`config.mk`:
```
export PLATFORM = sky130hd
export DESIGN_NAME = edge_buffer_top
export DESIGN_NICKNAME = d
export VERILOG_FILES = /design/src/logic/edge_pkg.sv /design/src/logic/edge_bank_ctrl.sv /design/src/logic/edge_buffer_top.sv /design/src/logic/edge_lane_fifo.sv /design/src/logic/rs_arbiter.sv /design/src/logic/sram_wb_port.sv
export VERILOG_INCLUDE_DIRS = /design/src /design/src/logic
export SDC_FILE = /design/constraint.sdc
export NUM_CORES = 1
export LEC_CHECK = 0
export BUFFER_PORTS_ARGS = -buffer_cell sky130_fd_sc_hd__buf_2
export CAP_MARGIN = 30
export CORE_ASPECT_RATIO = 2
export CORE_UTILIZATION = 35
export DETAILED_ROUTE_END_ITERATION = 6
export GPL_ROUTABILITY_DRIVEN = 1
export PLACE_DENSITY_LB_ADDON = 0.08
export SETUP_SLACK_MARGIN = 0.3
export SLEW_MARGIN = 20
export SYNTH_ARGS = -nofsm -noshare
export SYNTH_HDL_FRONTEND = slang
export SYNTH_SLANG_ARGS = --single-unit
```
`constraint.sdc`:
```
create_clock -name clk -period 7.66 [get_ports clk]
set_input_delay 2.298 -clock clk [delete_from_list [all_inputs] [get_ports clk]]
set_output_delay 2.298 -clock clk [all_outputs]
set_load 0.005 [all_outputs]
```
`src/logic/edge_settings.svh`:
```
`ifndef EDGE_SETTINGS_SVH
`define EDGE_SETTINGS_SVH

// one lane per edge PE, arbiter is built around 4
`define NUM_EDGE_PE 4

// bits to number a lane
`define LANE_W $clog2(`NUM_EDGE_PE)

// width of one feature value
`define FV_SIZE 16

// packets held per lane
`define LANE_DEPTH 4

`endif

```
`src/logic/edge_pkg.sv`:
```
`default_nettype none
`include "edge_settings.svh"

package edge_pkg;

    // packet as driven by an edge PE
    typedef struct packed {
        logic                      valid;
        // start and end of stream
        logic                      sos;
        logic                      eos;
        logic [1:0][`FV_SIZE-1:0]  fv_data;
        logic                      done_aggr;
        // set for packets bound to output SRAM
        logic                      wb_en;
    } edge_pkt_t;

    // packet towards the reduction stage
    typedef struct packed {
        logic [`LANE_W-1:0]        lane;
        logic                      sos;
        logic                      eos;
        logic [1:0][`FV_SIZE-1:0]  fv_data;
        logic                      done_aggr;
    } rs_pkt_t;

    // write-back request to output SRAM
    typedef struct packed {
        logic                      sos;
        logic                      eos;
        logic [1:0][`FV_SIZE-1:0]  fv_data;
    } sram_req_t;

    // RS handshake controller
    typedef enum logic [1:0] {
        idle,
        grant_wait,
        req_high,
        ack_low
    } rs_state_e;

endpackage

`default_nettype wire

```
`src/logic/edge_bank_ctrl.sv`:
```
`timescale 1ns/100ps
`default_nettype none
`include "edge_settings.svh"

module edge_bank_ctrl (
    input  logic                                       clk,
    input  logic                                       reset,
    input  logic                [`NUM_EDGE_PE-1:0]     grant,
    input  edge_pkg::edge_pkt_t [`NUM_EDGE_PE-1:0]     heads,
    input  logic                                       rs_ack,
    output logic                                       arb_enable,
    output logic                                       rs_req,
    output edge_pkg::rs_pkt_t                          rs_pkt,
    output logic                [`NUM_EDGE_PE-1:0]     rs_pop
);

    edge_pkg::rs_state_e     state;
    edge_pkg::rs_state_e     state_next;
    // lane being served, one-hot
    logic [`NUM_EDGE_PE-1:0] lane_sel;
    edge_pkg::edge_pkt_t     grant_head;
    logic [`LANE_W-1:0]      grant_lane;

    // one-hot grant to head and lane number
    always_comb begin
        grant_head = '0;
        grant_lane = '0;
        for (int i = 0; i < `NUM_EDGE_PE; i++) begin
            if (grant[i]) begin
                grant_head = heads[i];
                grant_lane = i[`LANE_W-1:0];
            end
        end
    end

    // idle gives the arbiter one enable cycle, its registered grant
    // shows up in grant_wait, so the pointer moves only once per pick
    always_comb begin
        state_next = state;
        case (state)
            edge_pkg::idle: begin
                state_next = edge_pkg::grant_wait;
            end
            edge_pkg::grant_wait: begin
                if (|grant)
                    state_next = edge_pkg::req_high;
                else
                    state_next = edge_pkg::idle;
            end
            edge_pkg::req_high: begin
                if (rs_ack)
                    state_next = edge_pkg::ack_low;
            end
            edge_pkg::ack_low: begin
                if (!rs_ack)
                    state_next = edge_pkg::idle;
            end
            default: state_next = edge_pkg::idle;
        endcase
    end

    assign arb_enable = (state == edge_pkg::idle);
    assign rs_req     = (state == edge_pkg::req_high);
    // pop as soon as RS has taken the packet
    assign rs_pop = (state == edge_pkg::req_high && rs_ack) ? lane_sel : '0;

    always_ff @(posedge clk or negedge reset) begin
        if (!reset) begin
            state    <= edge_pkg::idle;
            lane_sel <= '0;
        end else begin
            state <= state_next;
            if (state == edge_pkg::grant_wait)
                lane_sel <= grant;
        end
    end

    always_ff @(posedge clk) begin
        if (state == edge_pkg::grant_wait && |grant) begin
            rs_pkt.lane      <= grant_lane;
            rs_pkt.sos       <= grant_head.sos;
            rs_pkt.eos       <= grant_head.eos;
            rs_pkt.fv_data   <= grant_head.fv_data;
            rs_pkt.done_aggr <= grant_head.done_aggr;
        end
    end

endmodule

`default_nettype wire

```
`src/logic/edge_buffer_top.sv`:
```
`timescale 1ns/100ps
`default_nettype none
`include "edge_settings.svh"

module edge_buffer_top (
    input  logic                                   clk,
    input  logic                                   reset,
    input  edge_pkg::edge_pkt_t [`NUM_EDGE_PE-1:0] edge_pkt,
    output logic                                   busy,
    output logic                                   rs_req,
    input  logic                                   rs_ack,
    output edge_pkg::rs_pkt_t                      rs_pkt,
    output logic                [`NUM_EDGE_PE-1:0] sram_req,
    input  logic                [`NUM_EDGE_PE-1:0] sram_ack,
    output edge_pkg::sram_req_t [`NUM_EDGE_PE-1:0] sram_pkt
);

    edge_pkg::edge_pkt_t [`NUM_EDGE_PE-1:0] heads;
    logic [`NUM_EDGE_PE-1:0] head_valid;
    logic [`NUM_EDGE_PE-1:0] full;
    logic [`NUM_EDGE_PE-1:0] wb_pop;
    logic [`NUM_EDGE_PE-1:0] rs_pop;
    logic [`NUM_EDGE_PE-1:0] lane_pop;
    logic [`NUM_EDGE_PE-1:0] arb_req;
    logic [`NUM_EDGE_PE-1:0] grant;
    logic                    arb_enable;

    assign busy = |full;

    for (genvar i = 0; i < `NUM_EDGE_PE; i++) begin : g_lane
        // wb_en at the head picks the path, so the two pops never collide
        assign arb_req[i]  = head_valid[i] && !heads[i].wb_en;
        assign lane_pop[i] = wb_pop[i] | rs_pop[i];

        edge_lane_fifo u_fifo (
            .clk        (clk),
            .reset      (reset),
            .push_pkt   (edge_pkt[i]),
            .pop        (lane_pop[i]),
            .head       (heads[i]),
            .head_valid (head_valid[i]),
            .full       (full[i])
        );

        sram_wb_port u_wb (
            .clk        (clk),
            .reset      (reset),
            .head       (heads[i]),
            .head_valid (head_valid[i]),
            .sram_ack   (sram_ack[i]),
            .sram_req   (sram_req[i]),
            .sram_pkt   (sram_pkt[i]),
            .pop        (wb_pop[i])
        );
    end

    rs_arbiter u_arb (
        .clk    (clk),
        .reset  (reset),
        .req    (arb_req),
        .enable (arb_enable),
        .grant  (grant)
    );

    edge_bank_ctrl u_ctrl (
        .clk        (clk),
        .reset      (reset),
        .grant      (grant),
        .heads      (heads),
        .rs_ack     (rs_ack),
        .arb_enable (arb_enable),
        .rs_req     (rs_req),
        .rs_pkt     (rs_pkt),
        .rs_pop     (rs_pop)
    );

endmodule

`default_nettype wire

```
`src/logic/edge_lane_fifo.sv`:
```
`timescale 1ns/100ps
`default_nettype none
`include "edge_settings.svh"

module edge_lane_fifo (
    input  logic                clk,
    input  logic                reset,
    input  edge_pkg::edge_pkt_t push_pkt,
    input  logic                pop,
    output edge_pkg::edge_pkt_t head,
    output logic                head_valid,
    output logic                full
);

    localparam int PTR_W = $clog2(`LANE_DEPTH);
    localparam int CNT_W = $clog2(`LANE_DEPTH + 1);

    edge_pkg::edge_pkt_t mem [`LANE_DEPTH];
    logic [PTR_W-1:0] wr_ptr;
    logic [PTR_W-1:0] rd_ptr;
    logic [CNT_W-1:0] count;
    logic             do_push;
    logic             do_pop;

    // wrap at the last entry, depth need not be a power of two
    function automatic logic [PTR_W-1:0] next_ptr(input logic [PTR_W-1:0] ptr);
        if (ptr == PTR_W'(`LANE_DEPTH - 1))
            return '0;
        return ptr + 1'b1;
    endfunction

    // a full lane drops the push, PEs hold off on busy
    assign do_push    = push_pkt.valid && !full;
    assign do_pop     = pop && head_valid;
    assign head       = mem[rd_ptr];
    assign head_valid = (count != '0);
    assign full       = (count == CNT_W'(`LANE_DEPTH));

    always_ff @(posedge clk) begin
        if (do_push)
            mem[wr_ptr] <= push_pkt;
    end

    always_ff @(posedge clk or negedge reset) begin
        if (!reset) begin
            wr_ptr <= '0;
            rd_ptr <= '0;
            count  <= '0;
        end else begin
            if (do_push)
                wr_ptr <= next_ptr(wr_ptr);
            if (do_pop)
                rd_ptr <= next_ptr(rd_ptr);
            case ({do_push, do_pop})
                2'b10:   count <= count + 1'b1;
                2'b01:   count <= count - 1'b1;
                default: count <= count;
            endcase
        end
    end

endmodule

`default_nettype wire

```
`src/logic/rs_arbiter.sv`:
```
`timescale 1ns/100ps
`default_nettype none
`include "edge_settings.svh"

module rs_arbiter (
    input  logic                    clk,
    input  logic                    reset,
    input  logic [`NUM_EDGE_PE-1:0] req,
    input  logic                    enable,
    output logic [`NUM_EDGE_PE-1:0] grant
);

    // lanes still eligible in this rotation
    logic [`NUM_EDGE_PE-1:0] rotate_ptr;
    logic [`NUM_EDGE_PE-1:0] mask_req;
    logic [`NUM_EDGE_PE-1:0] mask_grant;
    logic [`NUM_EDGE_PE-1:0] no_mask_grant;
    logic [`NUM_EDGE_PE-1:0] grant_comb;

    assign mask_req = req & rotate_ptr;

    // lowest set bit wins, x & -x
    assign mask_grant    = mask_req & (~mask_req + 1'b1);
    assign no_mask_grant = req & (~req + 1'b1);

    // fall back to the plain pick once the rotation runs out
    assign grant_comb = (|mask_req) ? mask_grant : no_mask_grant;

    always_ff @(posedge clk or negedge reset) begin
        if (!reset) begin
            rotate_ptr <= '1;
            grant      <= '0;
        end else if (enable) begin
            grant <= grant_comb;
            // keep only lanes above the winner
            if (|grant_comb)
                rotate_ptr <= ~(grant_comb | (grant_comb - 1'b1));
        end else begin
            grant <= '0;
        end
    end

endmodule

`default_nettype wire

```
`src/logic/sram_wb_port.sv`:
```
`timescale 1ns/100ps
`default_nettype none
`include "edge_settings.svh"

module sram_wb_port (
    input  logic                clk,
    input  logic                reset,
    input  edge_pkg::edge_pkt_t head,
    input  logic                head_valid,
    input  logic                sram_ack,
    output logic                sram_req,
    output edge_pkg::sram_req_t sram_pkt,
    output logic                pop
);

    typedef enum logic [1:0] {
        wb_idle,
        wb_req_high,
        wb_ack_low
    } wb_state_e;

    wb_state_e state;
    wb_state_e state_next;

    always_comb begin
        state_next = state;
        case (state)
            wb_idle:     if (head_valid && head.wb_en) state_next = wb_req_high;
            wb_req_high: if (sram_ack) state_next = wb_ack_low;
            wb_ack_low:  if (!sram_ack) state_next = wb_idle;
            default:     state_next = wb_idle;
        endcase
    end

    assign sram_req = (state == wb_req_high);
    // packet is done once the SRAM has released ack
    assign pop = (state == wb_ack_low) && !sram_ack;

    always_ff @(posedge clk or negedge reset) begin
        if (!reset)
            state <= wb_idle;
        else
            state <= state_next;
    end

    // held stable for the whole handshake
    always_ff @(posedge clk) begin
        if (state == wb_idle && head_valid && head.wb_en) begin
            sram_pkt.sos     <= head.sos;
            sram_pkt.eos     <= head.eos;
            sram_pkt.fv_data <= head.fv_data;
        end
    end

endmodule

`default_nettype wire
```
==> impl_metrics.py, run 1 <==
metrics = {
    "clocking": {
        "cts_resized": 0,
        "path_clk_slew_ns": 0.06,
        "clkSinkCount": 799,
        "postCtsHoldBufs": 0,
        "cts_setup_buffers": 0,
        "clockBufferDepth": 3,
        "htreeDepth": 3,
        "cts-root-buf": "clkbuf_16",
        "numCtsBuffers": 76,
        "cts_tree": "built",
        "worstSkewPairLatency_ns": 0.65,
    },
    "yosys": {
        "synth_most_common_cell": "edfxtp_1",
        "synthArstFlopShare": 0.0626,
        "synth_cell_types": 46,
        "syn_area_per_cell_um2": 21.9,
        "synth_seq_cells": 799,
        "ys.flop_type": "edfxtp_1",
        "ys_top_cells_by_count": "edfxtp_1, mux4_2, nor2_1",
        "yosysTopAreaCell": "edfxtp_1",
        "seq_area_frac_synth": 0.801,
        "syn-num-nets": 1536,
        "synthCells": 1353,
        "netlist_area_um2": 29600,
        "synth_edf_count": 749,
        "synth_top_area_frac": 0.759,
        "synth_area_leaders": "edfxtp_1, mux4_2, dfrtp_1",
        "synth_warnings": 0,
    },
    "final_layout": {
        "utilization": 0.420,
        "fin_cells": 2868,
        "fill_cells": 7463,
        "multiInputGateArea_um2": 5550,
        "regArea_um2": 23800,
        "drive_gt1_frac": 0.369,
        "final_net_count": 1921,
        "area_growth_pct": 18.6,
    },
    "worst_setup_path": {
        "reg2reg_to": "u_ctrl.rs_pkt[31]",
        "critPathMaxStageDelay_ns": 0.41,
        "cp_top_family": "simple AND/OR/NAND/NOR gates",
        "cp-start-kind": "flip-flop",
        "setup.worst_path.class": "reg2out",
        "reg2reg_setup_slack_ns": 4.73,
        "arrival_ns": 1.82,
        "ff2ff_path_depth": 4,
        "r2r_start": "g_lane[1].u_fifo.rd_ptr[0]",
        "worst-path-buf-inv": 2,
        "crit_fanout": 6,
        "end_kind": "primary output",
        "crit_chain": "inv_1, nand3_1, nand4_1, buf_2",
        "cp.depth": 4,
        "cp_slowest_cell": "dfrtp_1",
        "worstPathRequired_ns": 5.36,
    },
    "power_and_ir_drop": {
        "sw_frac_of_total": 0.319,
        "p_clk_frac": 0.249,
        "power.leakage_nw": 12.1,
        "pwr-share-seq": 0.464,
        "p_comb_frac": 0.287,
        "vdd_ir_drop_max_uv": 195,
        "intPower_mw": 9.98,
        "switchingPower_mw": 4.67,
        "power.density_nw_per_um2": 417,
    },
    "timing": {
        "setup_viol": 0,
        "finClkSkew_ns": 0.0238,
        "max_freq_mhz": 243,
        "fin_setup_tns_ns": 0,
        "drv_slew": 0,
        "worst_pin_slew_ns": 0.878,
        "timing.slew.headroom": 0.415,
        "rsz0062_at_grt": "false",
        "post-route-min-period_ns": 4.12,
        "period_share": 0.538,
        "holdWs_ns": 0.504,
        "setup_slack_ns": 3.54,
        "hold_viol_final": 0,
    },
    "placed_design": {
        "io_buffers": 333,
        "pre_cts_ws_ns": 3.40,
        "dp_cells": 2724,
        "gp_routability_congestion": 0.748,
        "dpl.hpwl_um": 53400,
    },
    "global_routing": {
        "grtUsageMet3": 0.0529,
        "grt_pass1_vias": 15700,
        "top_usage_layer": "met2",
        "grt_max_degree": 74,
        "antenna_found_initial": 34,
        "grt_util_all_layers": 0.182,
        "met1_usage": 0.223,
        "overflow": 0,
        "use_met2": 0.308,
        "grt_pass1_wl_um": 111000,
    },
    "routing": {
        "antenna_left": 0,
        "drt-total-wl_um": 77600,
        "wl_per_cell_um": 27.1,
        "drc": 0,
        "drt_iter0_markers": 837,
        "vias_per_cell": 5.11,
        "dr.pass1.iters": 4,
        "vias": 14600,
    },
    "floorplanning": {
        "coreArea_um2": 83700,
        "die_area_um2": 85900,
        "fp.dieH_um": 414,
        "start_util": 0.354,
        "row_count": 150,
        "die_width_um": 208,
        "ioPinCount": 334,
    },
    "min_path": {
        "hold_path_depth": 1,
        "hold-path-endpoint": "g_lane[1].u_fifo.count[2]",
        "hp-class": "reg2reg",
        "min_from": "g_lane[1].u_fifo.count[2]",
    },
    "job": {
        "drv_cap": 0,
    },
    "status": {
        "status": "complete, no violations",
    },
}
-- power by group through the flow --
stage	registers (mW)	logic, mW	clock network (mW)
after floorplan	6.77	2.43	0
after global placement	6.89	4.27	0
after detailed placement	6.91	4.36	0
after CTS	6.83	4.38	3.76
after global routing	6.93	4.56	3.89
final	6.80	4.20	3.64
-- sequential cells by signal (all words and copies together), names as in the netlist, named ones only --
signal                cells
u_ctrl.state              1
g_lane.u_fifo.count      12
g_lane.u_fifo.mem       576
g_lane.u_wb.sram_pkt    136
u_arb.grant               4
u_ctrl.lane_sel           4
u_ctrl.rs_pkt            37
u_arb.rotate_ptr          4
g_lane.u_fifo.rd_ptr      8
g_lane.u_fifo.wr_ptr      8
g_lane.u_wb.state         8
-- routing by layer --
metal  wire length [µm]  up-vias
li1                   -     6343
met1              31400     7661
met2              38600      465
met3               5640      136
met4               1660       38
met5                232        -
-- through the flow --
step	power, mW	area (µm²)
floorplan	9.20	29600
global placement	11.2	32600
detailed placement	11.3	32800
CTS	15.0	35100
global route	15.4	35100
finish	14.7	35200
-- logic make-up (layout without fill, tap and decap cells) --
group / count (synthesis) / after routing / share of synthesized area
AOI/OAI and AO/OA: 110 / 110 / 0.0292
xor gates and xnor gates: 14 / 14 / 0.00414
adders and majority gates: 28 / 28 / 0.0128
buffers and inverters: 89 / 531 / 0.0134
DFF: 799 / 799 / 0.801
muxes: 160 / 160 / 0.115
other: 0 / 9 / 0
and+or+nand+nor: 153 / 153 / 0.0237
-- worst max path at each step --
stage | start | endpoint
floorplan | g_lane[3].u_fifo.rd_ptr[1] | g_lane[3].u_wb.sram_pkt[0]
global placement | rs_ack | g_lane[0].u_fifo.count[2]
detailed placement | rs_ack | g_lane[0].u_fifo.count[2]
CTS | g_lane[1].u_fifo.count[0] | busy
global route | g_lane[0].u_fifo.count[0] | busy
finish | g_lane[1].u_fifo.count[0] | busy
-- worst reg2reg max path: cells and delay by family, from the launching register on --
kind | cells | cell delay, ns
flops | 1 | 0.34
mux | 1 | 0.74
buf+inv | 1 | 0.63
compound gates | 2 | 0.93
-- layout by cell type (no fill, tap or decap), types with 3 or more instances in the layout --
master and count:
edfxtp_1 749, buf_2 333, mux4_2 144, clkbuf_16 78, nor2_1 56, nand2_1 43
o31ai_1 37, a221oi_1 35, dfrtp_1 35, inv_1 29, buf_4 25, ha_1 24
clkinv_2 21, and3_2 16, clkinv_1 14, clkbuf_1 14, diode_2 9, nor3_1 9
o21ai_0 9, a21o_1 8, mux2_1 8, xor2_1 8, dfrtp_2 8, buf_12 7
xnor2_1 6, mux2_2 6, a21oi_1 5, nand3_1 5, nand2b_1 5, bufinv_16 5
nor2b_1 4, nor4b_2 4, fa_1 4, dfstp_2 4, nor3b_1 3, dfrtp_4 3
-- final cells by class --
class | instances | share of cell area
diodes | 9 | 0.000641
repair buffers | 366 | 0.0575
inverters | 30 | 0.00320
clock inverters | 43 | 0.00968
well taps | 1064 | 0.0379
multi-input cells | 465 | 0.158
clock buffers | 92 | 0.0570
flip-flops and latches | 799 | 0.676
(Power assumes the default switching activity.)
==> run 2, diff against run 1 <==
==> constraint.sdc (replaced) <==
create_clock -name clk -period 4.2 [get_ports clk]
set_input_delay 1.26 -clock clk [delete_from_list [all_inputs] [get_ports clk]]
set_output_delay 1.26 -clock clk [all_outputs]
set_load 0.005 [all_outputs]
==> run 2 against run 1 <==
Effect of this change: critical path depth unchanged; utilization up 0.21 points; non-clock buffer count rose by 15; highest routed layer unchanged; routed wire length rose by 0.60%; register-to-register slack worse by 3.3 ns; flip-flop and latch count did not move; via count rose by 0.22%; design area increased by 0.51%; hold slack worse by 0.0067 ns; clock power up 86%; count of clock-buffer cells in the layout up 6.
==> impl_metrics.py, run 2 (synthesis results as in run 1) <==
metrics = {
    "routing": {
        "drc": 0,
        "vias_per_cell": 5.10,
        "antenna_left": 0,
        "drt-total-wl_um": 78100,
        "drt_iter0_markers": 933,
        "dr.pass1.iters": 4,
        "wl_per_cell_um": 27.1,
        "vias": 14700,
    },
    "timing": {
        "post-route-min-period_ns": 3.07,
        "max_freq_mhz": 325,
        "rsz0062_at_grt": "false",
        "setup_viol": 0,
        "fin_setup_tns_ns": 0,
        "drv_slew": 0,
        "period_share": 0.732,
        "hold_viol_final": 0,
        "finClkSkew_ns": 0.0157,
        "timing.slew.headroom": 0.384,
        "worst_pin_slew_ns": 0.917,
    },
    "power_and_ir_drop": {
        "power.total_mw": 26.9,
        "pwr-share-seq": 0.470,
        "p_clk_frac": 0.252,
        "power.density_nw_per_um2": 760,
        "p_comb_frac": 0.277,
        "intPower_mw": 18.4,
        "vdd_ir_drop_max_uv": 430,
        "sw_frac_of_total": 0.314,
        "switchingPower_mw": 8.43,
        "power.leakage_nw": 12.2,
    },
    "clocking": {
        "cts-root-buf": "clkbuf_16",
        "cts_setup_buffers": 0,
        "cts_resized": 0,
        "cts_tree": "built",
        "clkSinkCount": 799,
        "clockBufferDepth": 3,
        "path_clk_slew_ns": 0.06,
        "worstSkewPairLatency_ns": 0.64,
        "postCtsHoldBufs": 0,
        "numCtsBuffers": 75,
        "htreeDepth": 3,
    },
    "final_layout": {
        "final_net_count": 1935,
        "largest_reg_flops": 576,
        "reg.largest.list": "g_lane.u_fifo.mem (576), g_lane.u_wb.sram_pkt (136), u_ctrl.rs_pkt (37)",
        "fin_cells": 2879,
        "final_common_cell": "edfxtp_1",
        "drive_gt1_frac": 0.371,
        "regMostFlops": "g_lane.u_fifo.mem",
        "utilization": 0.422,
        "layout_common_cells": "edfxtp_1, buf_2, mux4_2, clkbuf_16, nor2_1",
        "area_growth_pct": 19.2,
    },
    "floorplanning": {
        "fp.dieH_um": 414,
        "start_util": 0.354,
        "die_width_um": 208,
        "ioPinCount": 334,
        "die_area_um2": 85900,
        "coreArea_um2": 83700,
        "row_count": 150,
    },
    "placed_design": {
        "io_buffers": 333,
        "gp_routability_congestion": 0.734,
        "dpl.hpwl_um": 54500,
        "dp_cells": 2737,
    },
    "global_routing": {
        "grt_pass1_wl_um": 113000,
        "antenna_found_initial": 31,
        "overflow": 0,
        "grt_util_all_layers": 0.184,
        "grt_pass1_vias": 15900,
        "grt_max_degree": 58,
    },
    "worst_setup_path": {
        "setup.worst_path.class": "reg2out",
        "worstPathRequired_ns": 2.94,
        "crit_fanout": 6,
        "reg2reg_setup_slack_ns": 1.48,
        "cp-start-kind": "flip-flop",
        "end_kind": "primary output",
        "arrival_ns": 1.81,
    },
    "status": {
        "status": "complete, no violations",
    },
    "job": {
        "drv_cap": 0,
    },
    "min_path": {
        "hp-class": "reg2reg",
    },
}
[run 2: final timing paths]
path	start	endpoint	cells after the start
worst max-delay path	g_lane[1].u_fifo.count[0]	busy	4
worst min-delay path	u_arb.rotate_ptr[0]	u_arb.rotate_ptr[0]	2
worst max register to register	g_lane[0].u_fifo.rd_ptr[1]	u_ctrl.rs_pkt[19]	4
worst min register to register	u_arb.rotate_ptr[0]	u_arb.rotate_ptr[0]	2
max in group asynchronous	reset	g_lane[1].u_fifo.count[0]	3
min in group asynchronous	reset	g_lane[1].u_fifo.wr_ptr[0]	1
[run 2: stage by stage]
step           cell area, µm²  setup slack [ns]  hold slack [ns]
2_1_floorplan           29700             0.968            0.451
3_3_place_gp            32800             0.992            0.480
3_5_place_dp            32900             0.994            0.487
4_1_cts                 35300              1.02            0.500
5_1_grt                 35300             0.980            0.512
6_report                35300              1.13            0.498
[run 2: power by group through the flow]
stage	clock (mW)	sequential [mW]	combinational, mW
3_3_place_gp	0	12.9	7.51
6_report	6.77	12.6	7.45
2_1_floorplan	0	12.3	4.45
5_1_grt	7.24	12.9	8.14
4_1_cts	6.99	12.8	7.65
3_5_place_dp	0	12.9	7.64
[run 2: critical path, stage by stage, from the launching register on]
cell and delay (ns):
dfrtp_1 0.40, inv_1 0.11, nand3_1 0.29, nand4_1 0.24, buf_2 0.15
[run 2: layer usage]
layer	vias to the layer above	share of wire	global-route usage
li1	6354	-	-
met1	7714	0.41	0.226
met2	426	0.49	0.308
met3	139	0.073	0.0597
met4	42	0.021	0.0596
met5	-	0.0035	0
[run 2: area by class of cell]
cell class                 instances  area (µm²)
timing repair buffer             381        2110
clock buffer                      98        2070
inverter                          30         113
sequential                       799       23800
tap                             1064        1330
clock inverter                    37         322
multi-input combinational        465        5600
fill                            7476       48400
antenna                            5        12.5
==> run 3, diff against run 2 <==
--- a/config.mk
+++ b/config.mk
@@ -6,6 +6,7 @@
 export SDC_FILE = /design/constraint.sdc
 export NUM_CORES = 1
 export LEC_CHECK = 0
+export ABC_AREA = 1
 export BUFFER_PORTS_ARGS = -buffer_cell sky130_fd_sc_hd__buf_2
 export CAP_MARGIN = 30
 export CORE_ASPECT_RATIO = 2
==> constraint.sdc (replaced) <==
create_clock -name clk -period 2.9 [get_ports clk]
set_input_delay 0.87 -clock clk [delete_from_list [all_inputs] [get_ports clk]]
set_output_delay 0.87 -clock clk [all_outputs]
set_load 0.005 [all_outputs]
==> run 3 against run 2 <==
Effect of this change: hold slack got worse by 0.28 ns; area after synthesis increased by 2.4%; combinational power increased by 110%; count of clock-buffer cells in the layout decreased by 11; critical path depth unchanged; clock skew increased by 0.022 ns; synthesized cell count increased by 60%; sequential power increased by 41%; register-to-register slack got worse by 0.97 ns; via count increased by 30%.
==> impl_metrics.py, run 3 <==
metrics = {
    "status": {
        "status": "complete, no violations",
    },
    "power_and_ir_drop": {
        "vdd_ir_drop_max_uv": 549,
        "power.total_mw": 43.8,
        "power.leakage_nw": 13.2,
        "power.density_nw_per_um2": 1190,
    },
    "final_layout": {
        "final_common_cell": "edfxtp_1",
        "layout_common_cells": "edfxtp_1, buf_2, o21ai_0, nor2_1, nand2_1",
        "regMostFlops": "g_lane.u_fifo.mem",
        "final_net_count": 2753,
        "reg.largest.list": "g_lane.u_fifo.mem (576), g_lane.u_wb.sram_pkt (136), u_ctrl.rs_pkt (37)",
        "drive_gt1_frac": 0.234,
        "area_growth_pct": 21.6,
        "largest_reg_flops": 576,
    },
    "timing": {
        "period_share": 0.882,
        "max_freq_mhz": 391,
        "rsz0062_at_grt": "true",
        "setup_viol": 0,
        "hold_viol_final": 0,
        "post-route-min-period_ns": 2.56,
        "drv_slew": 0,
        "fin_setup_tns_ns": 0,
        "finClkSkew_ns": 0.0372,
        "setup_slack_ns": 0.343,
        "timing.slew.headroom": 0.439,
        "worst_pin_slew_ns": 0.841,
    },
    "yosys": {
        "synth_cell_types": 39,
        "synth_seq_cells": 799,
        "ys.flop_type": "edfxtp_1",
        "netlist_area_um2": 30300,
        "ys_top_cells_by_count": "edfxtp_1, nor2_1, o21ai_0",
        "synthArstFlopShare": 0.0626,
        "synth_edf_count": 749,
        "seq_area_frac_synth": 0.783,
        "syn-num-nets": 2347,
        "synth_top_area_frac": 0.741,
        "yosysTopAreaCell": "edfxtp_1",
        "syn_area_per_cell_um2": 14.0,
        "synth_most_common_cell": "edfxtp_1",
        "synth_area_leaders": "edfxtp_1, o21ai_0, dfrtp_1",
        "synth_warnings": 0,
        "synthCells": 2164,
    },
    "clocking": {
        "numCtsBuffers": 74,
        "clkSinkCount": 799,
        "cts-root-buf": "clkbuf_16",
        "path_clk_slew_ns": 0.07,
        "worstSkewPairLatency_ns": 0.66,
        "cts_tree": "built",
        "clockBufferDepth": 3,
        "htreeDepth": 3,
    },
    "worst_setup_path": {
        "crit_fanout": 2,
        "worstPathRequired_ns": 2.03,
        "setup.worst_path.class": "reg2out",
        "end_kind": "primary output",
        "reg2reg_setup_slack_ns": 0.51,
        "arrival_ns": 1.69,
        "cp-start-kind": "flip-flop",
    },
    "global_routing": {
        "antenna_found_initial": 20,
        "grt_pass1_wl_um": 135000,
        "grt_pass1_vias": 19000,
        "grt_max_degree": 76,
        "grt_util_all_layers": 0.215,
        "overflow": 0,
    },
    "min_path": {
        "hp-class": "in2async",
    },
    "floorplanning": {
        "ioPinCount": 334,
        "coreArea_um2": 85800,
        "die_area_um2": 88000,
        "die_width_um": 210,
        "fp.dieH_um": 418,
        "start_util": 0.354,
        "row_count": 152,
    },
    "routing": {
        "antenna_left": 0,
        "drc": 0,
        "drt_iter0_markers": 1166,
        "dr.pass1.iters": 5,
        "wl_per_cell_um": 24.9,
        "drt-total-wl_um": 94100,
        "vias_per_cell": 5.04,
        "vias": 19100,
    },
    "placed_design": {
        "gp_routability_congestion": 0.812,
        "io_buffers": 333,
        "dpl.hpwl_um": 65400,
        "pre_cts_ws_ns": 0.267,
    },
    "job": {
        "drv_cap": 0,
    },
}
[run 3: path summary, 6_finish.rpt]
kind                            cells after the start                    endpoint                      start
worst min register to register                      2         u_arb.rotate_ptr[0]        u_arb.rotate_ptr[0]
max in group asynchronous                           2         u_arb.rotate_ptr[2]                      reset
worst max-delay path                                4                        busy  g_lane[3].u_fifo.count[0]
worst max register to register                     12   g_lane[3].u_fifo.count[2]            u_ctrl.state[0]
min in group clk                                    2     g_lane[3].u_wb.state[0]                sram_ack[3]
worst min-delay path                                2  g_lane[3].u_fifo.wr_ptr[0]                      reset
[run 3: kinds of logic (layout without fill, tap and decap cells)]
family,count (synthesis),count (layout),synth area share
AOI/OAI and AO/OA,530,530,0.0965
xor gates and xnor gates,8,8,0.00231
adders and majority gates,28,28,0.0125
buffers and inverters,216,680,0.0301
DFF,799,799,0.783
other,0,4,0
and+or+nand+nor,583,583,0.0759
[run 3: routing by layer]
| layer | GRT usage | part of all wire |
|---|---|---|
| met1 | 0.250 | 0.39 |
| met2 | 0.369 | 0.50 |
| met3 | 0.0763 | 0.086 |
| met4 | 0.0654 | 0.023 |
| met5 | 0 | 0.0016 |
[run 3: power by group]
part	switching [mW]	internal [mW]	total, mW	leakage (nW)
Combinational	11.0	4.85	15.9	4.50
Sequential	0.960	16.9	17.8	7.50
Clock	4.35	5.73	10.1	1.21
[run 3: layout make-up]
| cell class | count | area (µm²) |
|---|---|---|
| inverter | 100 | 385 |
| fill | 7871 | 48900 |
| tap | 1155 | 1450 |
| clock buffer | 87 | 1980 |
| antenna | 4 | 10.0 |
| sequential | 799 | 23800 |
| multi-input combinational | 1149 | 5890 |
| timing repair buffer | 446 | 2950 |
| clock inverter | 47 | 492 |
[run 3: stage by stage]
stage / cell area, µm² / hold WS [ns] / util / std cells
after floorplan: 30400 / 0.454 / - / 2164
final: 36900 / 0.215 / 0.430 / 3787
after global routing: 36900 / 0.203 / 0.430 / 3783
after CTS: 36900 / 0.179 / 0.430 / 3781
after global placement: 34300 / 0.473 / 0.400 / 3637
after detailed placement: 34300 / 0.479 / 0.400 / 3637
[run 3: what timing repair did]
item / in CTS / in global routing
setup endpoints to repair: 1 / 5
gates resized for setup: 7 / 4
buffers inserted: 10 / 2
hold buffers: 0 / 0
pin swaps: 3 / 2
[run 3: worst max-delay path: stages, from the launching register on]
cell	delay, ns
dfrtp_1	0.40
nor3_2	0.23
inv_2	0.09
nand4_1	0.15
buf_4	0.16
